===== src/cpu_pkg.sv =====
`default_nettype none

package cpu_pkg;

    localparam int WORD_W = 16;
    localparam int INSTR_W = 32;
    localparam int INSTR_L_W = INSTR_W - WORD_W;
    localparam int REG_CNT = 8;
    localparam int REG_SEL_W = 3;
    localparam int PC_W_DEFAULT = 10;

    // Low half of the instruction word
    localparam int OPC_LSB = 0;
    localparam int OPC_W = 7;
    localparam int DST_LSB = 7;
    localparam int ST_LSB = 10;
    localparam int ND_LSB = 13;
    localparam int COND_LSB = 7;
    localparam int COND_W = 4;

    // Immediate fills the high half
    localparam int IMM_LSB = INSTR_L_W;

    localparam int ALU_MODE_W = 2;

    // Flag register bit positions
    localparam int FLAGS_W = 3;
    localparam int FLAG_Z = 0;
    localparam int FLAG_C = 1;
    localparam int FLAG_N = 2;

    typedef enum logic [OPC_W-1:0] {
        OPC_NOP = 7'h0,
        OPC_MOV = 7'h1,
        OPC_LDI = 7'h4,
        OPC_ADD = 7'h7,
        OPC_ADI = 7'h8,
        OPC_ADC = 7'h9,
        OPC_SUB = 7'ha,
        OPC_SUC = 7'hb,
        OPC_CMP = 7'hc,
        OPC_CMI = 7'hd,
        OPC_JMP = 7'he
    } opcode_e;

    typedef enum logic [ALU_MODE_W-1:0] {
        ALU_L_PASS = 2'd0,
        ALU_R_PASS = 2'd1,
        ALU_ADD = 2'd2,
        ALU_SUB = 2'd3
    } alu_mode_e;

    typedef enum logic [COND_W-1:0] {
        JC_ALWAYS = 4'd0,
        JC_Z = 4'd1,
        JC_NZ = 4'd2,
        JC_C = 4'd3,
        JC_NC = 4'd4,
        JC_N = 4'd5,
        JC_NN = 4'd6
    } jump_cond_e;

endpackage

`default_nettype wire


===== src/alu.sv =====
`timescale 1ns/1ps
`default_nettype none

module alu (
    input  cpu_pkg::alu_mode_e              i_mode,
    input  logic [cpu_pkg::WORD_W-1:0]      i_l,
    input  logic [cpu_pkg::WORD_W-1:0]      i_r,
    input  logic                            i_carry_in,
    output logic [cpu_pkg::WORD_W-1:0]      o_result,
    output logic                            o_carry,
    output logic                            o_zero,
    output logic                            o_neg
);
    import cpu_pkg::*;

    logic [WORD_W:0] sum;
    logic [WORD_W:0] cin_ext;

    assign cin_ext = (WORD_W + 1)'(i_carry_in);

    always_comb begin
        case (i_mode)
            ALU_L_PASS: sum = {1'b0, i_l};
            ALU_R_PASS: sum = {1'b0, i_r};
            ALU_ADD:    sum = {1'b0, i_l} + {1'b0, i_r} + cin_ext;
            // Carry out set means no borrow
            ALU_SUB:    sum = {1'b0, i_l} + {1'b0, ~i_r} + cin_ext;
            default:    sum = '0;
        endcase
    end

    assign o_result = sum[WORD_W-1:0];
    assign o_carry = sum[WORD_W];
    assign o_zero = (sum[WORD_W-1:0] == '0);
    assign o_neg = sum[WORD_W-1];

endmodule

`default_nettype wire


===== src/cpu_core.sv =====
`timescale 1ns/1ps
`default_nettype none

module cpu_core #(
    parameter int PC_W = cpu_pkg::PC_W_DEFAULT
) (
    input  logic                           i_clk,
    input  logic                           i_rst,
    input  logic                           i_halt,
    output logic [PC_W-1:0]                o_imem_addr,
    output logic                           o_imem_req,
    input  logic [cpu_pkg::INSTR_W-1:0]    i_imem_data,
    input  logic                           i_imem_valid,
    output logic                           o_wb_valid,
    output logic [cpu_pkg::REG_SEL_W-1:0]  o_wb_reg,
    output logic [cpu_pkg::WORD_W-1:0]     o_wb_data,
    output logic [cpu_pkg::FLAGS_W-1:0]    o_flags
);
    import cpu_pkg::*;

    // Fetch to decode
    logic                  f_submit;
    logic [INSTR_L_W-1:0]  f_instr_l;
    logic [WORD_W-1:0]     f_imm;
    logic                  f_pred;
    logic [PC_W-1:0]       f_pc;
    logic                  d_ready;

    // Decode to execute
    logic                  d_submit;
    logic [WORD_W-1:0]     d_imm;
    logic                  d_pred;
    logic [PC_W-1:0]       d_pc;
    logic                  d_r_bus_imm;
    alu_mode_e             d_alu_mode;
    logic                  d_alu_carry_en;
    logic                  d_alu_flags_ie;
    logic [REG_SEL_W-1:0]  d_l_reg_sel;
    logic [REG_SEL_W-1:0]  d_r_reg_sel;
    logic [REG_CNT-1:0]    d_rf_ie;
    logic                  d_is_jump;
    jump_cond_e            d_jump_cond;
    logic                  x_ready;

    logic                  flush;
    logic [PC_W-1:0]       redirect_pc;

    instr_fetch #(.PC_W(PC_W)) fetch_i (
        .i_clk         (i_clk),
        .i_rst         (i_rst),
        .o_imem_addr   (o_imem_addr),
        .o_imem_req    (o_imem_req),
        .i_imem_data   (i_imem_data),
        .i_imem_valid  (i_imem_valid),
        .i_next_ready  (d_ready),
        .o_submit      (f_submit),
        .o_instr_l     (f_instr_l),
        .o_imm         (f_imm),
        .o_jmp_pred    (f_pred),
        .o_pc          (f_pc),
        .i_flush       (flush),
        .i_redirect_pc (redirect_pc)
    );

    instr_decode #(.PC_W(PC_W)) decode_i (
        .i_clk           (i_clk),
        .i_rst           (i_rst),
        .i_instr_l       (f_instr_l),
        .i_imm_pass      (f_imm),
        .o_imm_pass      (d_imm),
        .i_jmp_pred_pass (f_pred),
        .o_jmp_pred_pass (d_pred),
        .i_pc_pass       (f_pc),
        .o_pc_pass       (d_pc),
        .i_next_ready    (x_ready),
        .i_submit        (f_submit),
        .o_ready         (d_ready),
        .o_submit        (d_submit),
        .i_flush         (flush),
        .oc_r_bus_imm    (d_r_bus_imm),
        .oc_alu_mode     (d_alu_mode),
        .oc_alu_carry_en (d_alu_carry_en),
        .oc_alu_flags_ie (d_alu_flags_ie),
        .oc_l_reg_sel    (d_l_reg_sel),
        .oc_r_reg_sel    (d_r_reg_sel),
        .oc_rf_ie        (d_rf_ie),
        .oc_is_jump      (d_is_jump),
        .oc_jump_cond    (d_jump_cond)
    );

    execute #(.PC_W(PC_W)) execute_i (
        .i_clk          (i_clk),
        .i_rst          (i_rst),
        .i_halt         (i_halt),
        .i_submit       (d_submit),
        .o_ready        (x_ready),
        .i_r_bus_imm    (d_r_bus_imm),
        .i_alu_mode     (d_alu_mode),
        .i_alu_carry_en (d_alu_carry_en),
        .i_alu_flags_ie (d_alu_flags_ie),
        .i_l_reg_sel    (d_l_reg_sel),
        .i_r_reg_sel    (d_r_reg_sel),
        .i_rf_ie        (d_rf_ie),
        .i_is_jump      (d_is_jump),
        .i_jump_cond    (d_jump_cond),
        .i_imm          (d_imm),
        .i_jmp_pred     (d_pred),
        .i_pc           (d_pc),
        .o_flush        (flush),
        .o_redirect_pc  (redirect_pc),
        .o_wb_valid     (o_wb_valid),
        .o_wb_reg       (o_wb_reg),
        .o_wb_data      (o_wb_data),
        .o_flags        (o_flags)
    );

endmodule

`default_nettype wire


===== src/execute.sv =====
`timescale 1ns/1ps
`default_nettype none

module execute #(
    parameter int PC_W = cpu_pkg::PC_W_DEFAULT
) (
    input  logic                           i_clk,
    input  logic                           i_rst,
    input  logic                           i_halt,
    input  logic                           i_submit,
    output logic                           o_ready,
    input  logic                           i_r_bus_imm,
    input  cpu_pkg::alu_mode_e             i_alu_mode,
    input  logic                           i_alu_carry_en,
    input  logic                           i_alu_flags_ie,
    input  logic [cpu_pkg::REG_SEL_W-1:0]  i_l_reg_sel,
    input  logic [cpu_pkg::REG_SEL_W-1:0]  i_r_reg_sel,
    input  logic [cpu_pkg::REG_CNT-1:0]    i_rf_ie,
    input  logic                           i_is_jump,
    input  cpu_pkg::jump_cond_e            i_jump_cond,
    input  logic [cpu_pkg::WORD_W-1:0]     i_imm,
    input  logic                           i_jmp_pred,
    input  logic [PC_W-1:0]                i_pc,
    output logic                           o_flush,
    output logic [PC_W-1:0]                o_redirect_pc,
    output logic                           o_wb_valid,
    output logic [cpu_pkg::REG_SEL_W-1:0]  o_wb_reg,
    output logic [cpu_pkg::WORD_W-1:0]     o_wb_data,
    output logic [cpu_pkg::FLAGS_W-1:0]    o_flags
);
    import cpu_pkg::*;

    logic [WORD_W-1:0]     regs [REG_CNT];
    logic                  stalled;
    logic                  fire;
    logic                  carry_in;
    logic                  cond_true;
    logic [WORD_W-1:0]     l_val;
    logic [WORD_W-1:0]     r_val;
    logic [WORD_W-1:0]     alu_result;
    logic                  alu_carry;
    logic                  alu_zero;
    logic                  alu_neg;
    logic [REG_SEL_W-1:0]  dst_sel;

    // Decode keeps its outputs stable, so a submit during halt waits in place
    assign fire = (i_submit | stalled) & ~i_halt & ~o_flush;
    assign o_ready = ~i_halt & ~stalled;

    assign l_val = regs[i_l_reg_sel];
    assign r_val = i_r_bus_imm ? i_imm : regs[i_r_reg_sel];
    assign carry_in = i_alu_carry_en ? o_flags[FLAG_C] : (i_alu_mode == ALU_SUB);

    alu alu_i (
        .i_mode     (i_alu_mode),
        .i_l        (l_val),
        .i_r        (r_val),
        .i_carry_in (carry_in),
        .o_result   (alu_result),
        .o_carry    (alu_carry),
        .o_zero     (alu_zero),
        .o_neg      (alu_neg)
    );

    always_comb begin
        case (i_jump_cond)
            JC_ALWAYS: cond_true = 1'b1;
            JC_Z:      cond_true = o_flags[FLAG_Z];
            JC_NZ:     cond_true = ~o_flags[FLAG_Z];
            JC_C:      cond_true = o_flags[FLAG_C];
            JC_NC:     cond_true = ~o_flags[FLAG_C];
            JC_N:      cond_true = o_flags[FLAG_N];
            JC_NN:     cond_true = ~o_flags[FLAG_N];
            default:   cond_true = 1'b0;
        endcase
    end

    // One-hot write enable to register index
    always_comb begin
        dst_sel = '0;
        for (int i = 0; i < REG_CNT; i++) begin
            if (i_rf_ie[i]) begin
                dst_sel = REG_SEL_W'(i);
            end
        end
    end

    always_ff @(posedge i_clk) begin
        if (i_rst) begin
            stalled <= 1'b0;
            o_flush <= 1'b0;
            o_wb_valid <= 1'b0;
            o_flags <= '0;
        end else begin
            stalled <= (i_submit | stalled) & i_halt & ~o_flush;
            o_flush <= fire & i_is_jump & (cond_true != i_jmp_pred);
            o_wb_valid <= fire & (|i_rf_ie);
            if (fire && i_alu_flags_ie) begin
                o_flags[FLAG_Z] <= alu_zero;
                o_flags[FLAG_C] <= alu_carry;
                o_flags[FLAG_N] <= alu_neg;
            end
        end
    end

    always_ff @(posedge i_clk) begin
        if (fire) begin
            for (int i = 0; i < REG_CNT; i++) begin
                if (i_rf_ie[i]) begin
                    regs[i] <= alu_result;
                end
            end
            o_wb_reg <= dst_sel;
            o_wb_data <= alu_result;
            o_redirect_pc <= cond_true ? PC_W'(i_imm) : i_pc + 1'b1;
        end
    end

endmodule

`default_nettype wire


===== src/instr_decode.sv =====
`timescale 1ns/1ps
`default_nettype none

module instr_decode #(
    parameter int PC_W = cpu_pkg::PC_W_DEFAULT
) (
    input  logic                           i_clk,
    input  logic                           i_rst,
    input  logic [cpu_pkg::INSTR_L_W-1:0]  i_instr_l,
    input  logic [cpu_pkg::WORD_W-1:0]     i_imm_pass,
    output logic [cpu_pkg::WORD_W-1:0]     o_imm_pass,
    input  logic                           i_jmp_pred_pass,
    output logic                           o_jmp_pred_pass,
    input  logic [PC_W-1:0]                i_pc_pass,
    output logic [PC_W-1:0]                o_pc_pass,
    input  logic                           i_next_ready,
    input  logic                           i_submit,
    output logic                           o_ready,
    output logic                           o_submit,
    input  logic                           i_flush,
    output logic                           oc_r_bus_imm,
    output cpu_pkg::alu_mode_e             oc_alu_mode,
    output logic                           oc_alu_carry_en,
    output logic                           oc_alu_flags_ie,
    output logic [cpu_pkg::REG_SEL_W-1:0]  oc_l_reg_sel,
    output logic [cpu_pkg::REG_SEL_W-1:0]  oc_r_reg_sel,
    output logic [cpu_pkg::REG_CNT-1:0]    oc_rf_ie,
    output logic                           oc_is_jump,
    output cpu_pkg::jump_cond_e            oc_jump_cond
);
    import cpu_pkg::*;

    logic                  buf_valid;
    logic [INSTR_L_W-1:0]  buf_instr_l;
    logic [WORD_W-1:0]     buf_imm;
    logic                  buf_pred;
    logic [PC_W-1:0]       buf_pc;

    // Buffered word has priority over the input
    logic [INSTR_L_W-1:0]  src_instr_l;
    logic [WORD_W-1:0]     src_imm;
    logic                  src_pred;
    logic [PC_W-1:0]       src_pc;

    opcode_e               opcode;
    logic [REG_SEL_W-1:0]  reg_dst;
    logic [REG_SEL_W-1:0]  reg_st;
    logic [REG_SEL_W-1:0]  reg_nd;

    logic                  c_r_bus_imm;
    alu_mode_e             c_alu_mode;
    logic                  c_alu_carry_en;
    logic                  c_alu_flags_ie;
    logic [REG_SEL_W-1:0]  c_l_reg_sel;
    logic [REG_SEL_W-1:0]  c_r_reg_sel;
    logic [REG_CNT-1:0]    c_rf_ie;
    logic                  c_is_jump;
    jump_cond_e            c_jump_cond;

    assign src_instr_l = buf_valid ? buf_instr_l : i_instr_l;
    assign src_imm = buf_valid ? buf_imm : i_imm_pass;
    assign src_pred = buf_valid ? buf_pred : i_jmp_pred_pass;
    assign src_pc = buf_valid ? buf_pc : i_pc_pass;

    assign opcode = opcode_e'(src_instr_l[OPC_LSB +: OPC_W]);
    assign reg_dst = src_instr_l[DST_LSB +: REG_SEL_W];
    assign reg_st = src_instr_l[ST_LSB +: REG_SEL_W];
    assign reg_nd = src_instr_l[ND_LSB +: REG_SEL_W];

    always_comb begin
        c_r_bus_imm = 1'b0;
        c_alu_mode = ALU_L_PASS;
        c_alu_carry_en = 1'b0;
        c_alu_flags_ie = 1'b0;
        c_l_reg_sel = reg_st;
        c_r_reg_sel = reg_nd;
        c_rf_ie = '0;
        c_is_jump = 1'b0;
        c_jump_cond = JC_ALWAYS;
        case (opcode)
            OPC_MOV: begin
                c_rf_ie[reg_dst] = 1'b1;
            end
            OPC_LDI: begin
                c_alu_mode = ALU_R_PASS;
                c_r_bus_imm = 1'b1;
                c_rf_ie[reg_dst] = 1'b1;
            end
            OPC_ADD, OPC_ADC, OPC_SUB, OPC_SUC: begin
                c_alu_mode = (opcode == OPC_ADD || opcode == OPC_ADC) ? ALU_ADD : ALU_SUB;
                c_alu_carry_en = (opcode == OPC_ADC || opcode == OPC_SUC);
                c_alu_flags_ie = 1'b1;
                c_rf_ie[reg_dst] = 1'b1;
            end
            OPC_ADI: begin
                c_alu_mode = ALU_ADD;
                c_r_bus_imm = 1'b1;
                c_alu_flags_ie = 1'b1;
                c_rf_ie[reg_dst] = 1'b1;
            end
            OPC_CMP, OPC_CMI: begin
                // Flags only, no register write
                c_alu_mode = ALU_SUB;
                c_r_bus_imm = (opcode == OPC_CMI);
                c_alu_flags_ie = 1'b1;
            end
            OPC_JMP: begin
                c_alu_mode = ALU_R_PASS;
                c_r_bus_imm = 1'b1;
                c_is_jump = 1'b1;
                c_jump_cond = jump_cond_e'(src_instr_l[COND_LSB +: COND_W]);
            end
            default: begin
            end
        endcase
    end

    always_ff @(posedge i_clk) begin
        if (i_rst) begin
            o_submit <= 1'b0;
            o_ready <= 1'b1;
            buf_valid <= 1'b0;
        end else if (i_flush) begin
            o_submit <= 1'b0;
            o_ready <= 1'b1;
            buf_valid <= 1'b0;
        end else begin
            o_submit <= i_next_ready & (i_submit | buf_valid);
            if (i_next_ready && buf_valid) begin
                o_ready <= 1'b1;
                buf_valid <= 1'b0;
            end
            if (i_submit && !i_next_ready) begin
                o_ready <= 1'b0;
                buf_valid <= 1'b1;
            end
        end
    end

    always_ff @(posedge i_clk) begin
        if (i_submit && !i_next_ready) begin
            buf_instr_l <= i_instr_l;
            buf_imm <= i_imm_pass;
            buf_pred <= i_jmp_pred_pass;
            buf_pc <= i_pc_pass;
        end
        if (i_next_ready && (i_submit || buf_valid)) begin
            o_imm_pass <= src_imm;
            o_jmp_pred_pass <= src_pred;
            o_pc_pass <= src_pc;
            oc_r_bus_imm <= c_r_bus_imm;
            oc_alu_mode <= c_alu_mode;
            oc_alu_carry_en <= c_alu_carry_en;
            oc_alu_flags_ie <= c_alu_flags_ie;
            oc_l_reg_sel <= c_l_reg_sel;
            oc_r_reg_sel <= c_r_reg_sel;
            oc_rf_ie <= c_rf_ie;
            oc_is_jump <= c_is_jump;
            oc_jump_cond <= c_jump_cond;
        end
    end

endmodule

`default_nettype wire


===== src/instr_fetch.sv =====
`timescale 1ns/1ps
`default_nettype none

module instr_fetch #(
    parameter int PC_W = cpu_pkg::PC_W_DEFAULT
) (
    input  logic                           i_clk,
    input  logic                           i_rst,
    output logic [PC_W-1:0]                o_imem_addr,
    output logic                           o_imem_req,
    input  logic [cpu_pkg::INSTR_W-1:0]    i_imem_data,
    input  logic                           i_imem_valid,
    input  logic                           i_next_ready,
    output logic                           o_submit,
    output logic [cpu_pkg::INSTR_L_W-1:0]  o_instr_l,
    output logic [cpu_pkg::WORD_W-1:0]     o_imm,
    output logic                           o_jmp_pred,
    output logic [PC_W-1:0]                o_pc,
    input  logic                           i_flush,
    input  logic [PC_W-1:0]                i_redirect_pc
);
    import cpu_pkg::*;

    logic [PC_W-1:0] pc;
    logic            pending;
    logic            discard;
    logic            is_jmp;
    logic            pred_taken;
    logic [PC_W-1:0] jmp_target;

    // Static prediction, backward or unconditional is taken
    assign is_jmp = (i_imem_data[OPC_LSB +: OPC_W] == OPC_JMP);
    assign jmp_target = PC_W'(i_imem_data[IMM_LSB +: WORD_W]);
    assign pred_taken = is_jmp &
                        ((i_imem_data[COND_LSB +: COND_W] == JC_ALWAYS) | (jmp_target < pc));

    always_ff @(posedge i_clk) begin
        if (i_rst) begin
            pc <= '0;
            pending <= 1'b0;
            discard <= 1'b0;
            o_imem_req <= 1'b0;
            o_submit <= 1'b0;
        end else begin
            o_imem_req <= 1'b0;
            o_submit <= 1'b0;
            if (i_imem_valid) begin
                pending <= 1'b0;
                discard <= 1'b0;
            end
            if (i_flush) begin
                pc <= i_redirect_pc;
                // Word still in flight belongs to the wrong path
                discard <= pending & ~i_imem_valid;
            end else if (i_imem_valid && !discard) begin
                o_submit <= 1'b1;
                pc <= pred_taken ? jmp_target : pc + 1'b1;
            end else if (!pending && !o_submit && i_next_ready) begin
                // Wait one cycle after a submit so decode's ready is current
                o_imem_req <= 1'b1;
                pending <= 1'b1;
            end
        end
    end

    always_ff @(posedge i_clk) begin
        if (!pending && !o_submit && i_next_ready) begin
            o_imem_addr <= pc;
        end
        if (i_imem_valid) begin
            o_instr_l <= i_imem_data[INSTR_L_W-1:0];
            o_imm <= i_imem_data[IMM_LSB +: WORD_W];
            o_jmp_pred <= pred_taken;
            o_pc <= pc;
        end
    end

endmodule

`default_nettype wire


===== config.mk =====
export PLATFORM = sky130hd
export DESIGN_NAME = cpu_core
export DESIGN_NICKNAME = d
export VERILOG_FILES = /design/src/cpu_pkg.sv /design/src/alu.sv /design/src/cpu_core.sv /design/src/execute.sv /design/src/instr_decode.sv /design/src/instr_fetch.sv
export SDC_FILE = /design/constraint.sdc
export NUM_CORES = 1
export LEC_CHECK = 0
export ABC_CLOCK_PERIOD_IN_PS = 6600
export BUFFER_PORTS_ARGS = -buffer_cell sky130_fd_sc_hd__buf_2
export CAP_MARGIN = 10
export CORE_AREA = 2 2 167 185
export DETAILED_ROUTE_END_ITERATION = 8
export DIE_AREA = 0 0 169 187
export PLACE_DENSITY_LB_ADDON = 0.1
export SLEW_MARGIN = 20
export SYNTH_ARGS = -nofsm -noshare
export SYNTH_HDL_FRONTEND = slang
export SYNTH_HIERARCHICAL = 1
export SYNTH_SLANG_ARGS = --single-unit
export TNS_END_PERCENT = 100

===== constraint.sdc =====
create_clock -name i_clk -period 6.6 [get_ports i_clk]
set_input_delay 0.33 -clock i_clk [delete_from_list [all_inputs] [get_ports i_clk]]
set_output_delay 0.33 -clock i_clk [all_outputs]
set_load 0.05 [all_outputs]

==> flow_summary.yaml <==
clock_network:
  clk-insertion-delay-late_ns: 0.52
  root_buffer: "clkbuf_16"
  cts_inserted_buffers: 34
  clock_path_buffers: 3
  post_cts_resized: 0
  cts_max_level: 2
  cts_setup_buffers: 0
  cts_tree: "yes"
  holdBufCountCts: 12
  clk_pin_slew_ns: 0.06
  clkSinkCount: 327
run_status:
  status: "complete, no violations"
floorplanning:
  io_pins: 70
  num_rows: 67
  die_w_um: 169
  start_util_pct: 53.69
  core_area_um2: 30010
  die_area_um2: 31600
  die_h_um: 187
grt:
  grtUsageMet2_pct: 40.53
  first_global_vias: 9688
  overflow: 0
  busiest_layer: "met2"
  grtUsageMet1_pct: 31.56
  grtUsageTotal_pct: 23.52
  antenna_found_initial: 0
  use_met3_pct: 3.301
  grt_max_degree: 52
  grt_pass1_wl_um: 56510
worst_setup_path:
  required_ns: 7.03
  r2r_end: "execute_i/o_flags[0]"
  rrSetupSlack_ns: 1.41
  r2r_cells: 17
  crit_type: "reg2reg"
  endpoint_kind: "register"
  crit_arrival_ns: 5.62
  cp_max_fo: 14
  rr_startpoint: "decode_i/oc_r_reg_sel[0]"
  worstSetupStartpointType: "register"
place:
  dp_cells: 1512
  io_buffers: 69
  gp_congestion: 0.9038
  dp_hpwl_um: 24610
drt:
  drtAntennaViolNets: 0
  drc: 0
  drt_iter0_markers: 761
  wire_per_inst_um: 23.05
  viasPerCell: 6.129
  dr.pass1.iters: 5
  wl_um: 36510
  vias: 9709
sta:
  skew_ns: 0.02130
  setup_tns_ns: 0
  fmax_ghz: 0.1927
  finalMaxSlewViolations: 0
  fin_crit_sh_pct: 78.61
  tightest_slew_ns: 1.134
  hold_viol: 0
  final.min_clock_period_ns: 5.188
  rsz0062_at_grt: "no"
  max_slew_margin_pct: 24.41
  setup_violations: 0
yosys:
  synthTopCellsByArea: "edfxtp_1 57%, mux4_2 9.1%, mux2_2 3.6%"
  synth_commonest_cells: "304 x edfxtp_1, 65 x mux4_2, 64 x nor2_1"
  async_reset_ff_share_pct: 0
  yosysTopAreaCell: "edfxtp_1"
  yosysMostFrequentCell: "edfxtp_1"
  synth_area_um2: 16110
  ys_seq_area_share_pct: 59.52
  synth_nets: 1175
  ys_dominant_reg_cell: "edfxtp_1"
  yosysWarnings: 6
  synth_top_area_share_pct: 56.66
  synth_cells: 1094
  synth_edf_count: 304
  synth.avg_cell_area_um2: 14.73
  ys_seq_elements: 327
  ys_types: 85
layout:
  top_register: "execute_i/regs"
  largest_reg_flops: 128
  n_antenna_cell: 0
  nets: 1263
  fin_cells: 1584
  area_growth_pct: 11.70
  drive_gt1_share_pct: 24.56
  fillers: 2310
pwr:
  powerDensity_nw_per_um2: 266.7
  peakVddDrop_uv: 184.9
  p_leak_nw: 6.276
min_path:
  worstHoldStart: "i_imem_data[30]"
  hold_path.class: "in2reg"
  hold_depth: 1
  min_to: "fetch_i/o_imm[14]"
flow_run:
  max_cap_violations: 0
==> kinds of logic (layout without fill, tap and decap cells) <==
logic type	Yosys count	after routing	share of synthesized area [%]
buf+inv	105	216	3.044
xor+xnor	18	18	0.9785
fa+ha+maj	45	45	3.681
compound gates	194	194	8.457
simple gates	233	233	7.820
mux	172	172	16.50
flops	327	327	59.52
==> worst max-delay path by stage <==
stage,start,to,depth (start not counted)
6_report,decode_i/oc_r_reg_sel[0],execute_i/o_flags[0],17
4_1_cts,decode_i/oc_r_reg_sel[0],execute_i/o_flags[0],14
5_1_grt,decode_i/oc_r_reg_sel[0],execute_i/o_flags[0],17
2_1_floorplan,decode_i/oc_r_reg_sel[0],execute_i/o_flags[0],17
3_3_place_gp,decode_i/oc_r_reg_sel[0],execute_i/o_flags[0],16
3_5_place_dp,decode_i/oc_r_reg_sel[0],execute_i/o_flags[0],14
==> metrics by stage <==
step	util, %	instance area (um2)	total power, mW	setup slack (ns)	hold WS, ns
3_3_place_gp	56.07	16830	3.028	1.569	0.4262
3_5_place_dp	56.07	16830	3.035	1.453	0.4352
4_1_cts	59.93	17980	4.838	1.426	0.0002111
5_1_grt	59.96	18000	4.975	0.9050	0.003260
2_1_floorplan	-	16110	2.860	2.033	0.4024
6_report	59.96	18000	4.799	1.412	0.01293
==> placed cells by master, fill, tap and decap left out, drive strengths merged, types with 7 or more instances in the layout <==
| cell | n |
|---|---|
| clkinv | 12 |
| clkbuf | 43 |
| mux2i | 44 |
| buf | 89 |
| mux2 | 63 |
| edfxtp | 304 |
| or3 | 8 |
| inv | 55 |
| nand2b | 13 |
| nor2 | 65 |
| nand4 | 7 |
| nor4 | 12 |
| xnor2 | 16 |
| nor2b | 11 |
| nand2 | 47 |
| a31oi | 9 |
| o211ai | 8 |
| nor4b | 8 |
| dfxtp | 23 |
| a2111oi | 9 |
| o21ai | 46 |
| ha | 41 |
| and2 | 13 |
| mux4 | 65 |
| dlygate4sd3 | 13 |
| nor3 | 12 |
| a211oi | 20 |
| nand3 | 13 |
| a21oi | 45 |
==> layout make-up <==
cell class	instances	area, um2	area share (%)
sequential	327	9590	53.29
multi-input combinational	662	6061	33.68
clock buffer	43	894.6	4.971
timing repair buffer	102	625.6	3.476
tap	379	474.2	2.635
inverter	55	206.4	1.147
clock inverter	16	143.9	0.7996
==> report_power, final <==
group | total [mW] | internal, mW | switching [mW]
logic | 0.580 | 0.219 | 0.361
clock network | 1.80 | 1.04 | 0.760
registers | 2.42 | 2.38 | 0.0419
total | 4.80 | 3.64 | 1.16
==> worst max-delay path, stage by stage (launching register included) <==
cell,delay (ns)
edfxtp_1,0.91
mux4_2,0.38
mux2i_1,0.08
o21ai_0,0.42
inv_1,0.12
fa_1,0.45
inv_1,0.09
fa_1,0.18
nand2b_1,0.08
a211o_1,0.36
a2111oi_0,0.57
o31ai_1,0.22
o2111a_1,0.22
a211oi_2,0.27
nand4bb_1,0.13
nor4bb_1,0.39
mux2i_1,0.13
nor2_1,0.11
==> routing by layer <==
| metal | part of all wire (%) | routed length [um] |
|---|---|---|
| met1 | 41 | 14990 |
| met2 | 50 | 18420 |
| met3 | 6.1 | 2221 |
| met4 | 2.4 | 876 |
| met5 | 0 | 0 |
Note: power is estimated with default switching activity, not from simulation.
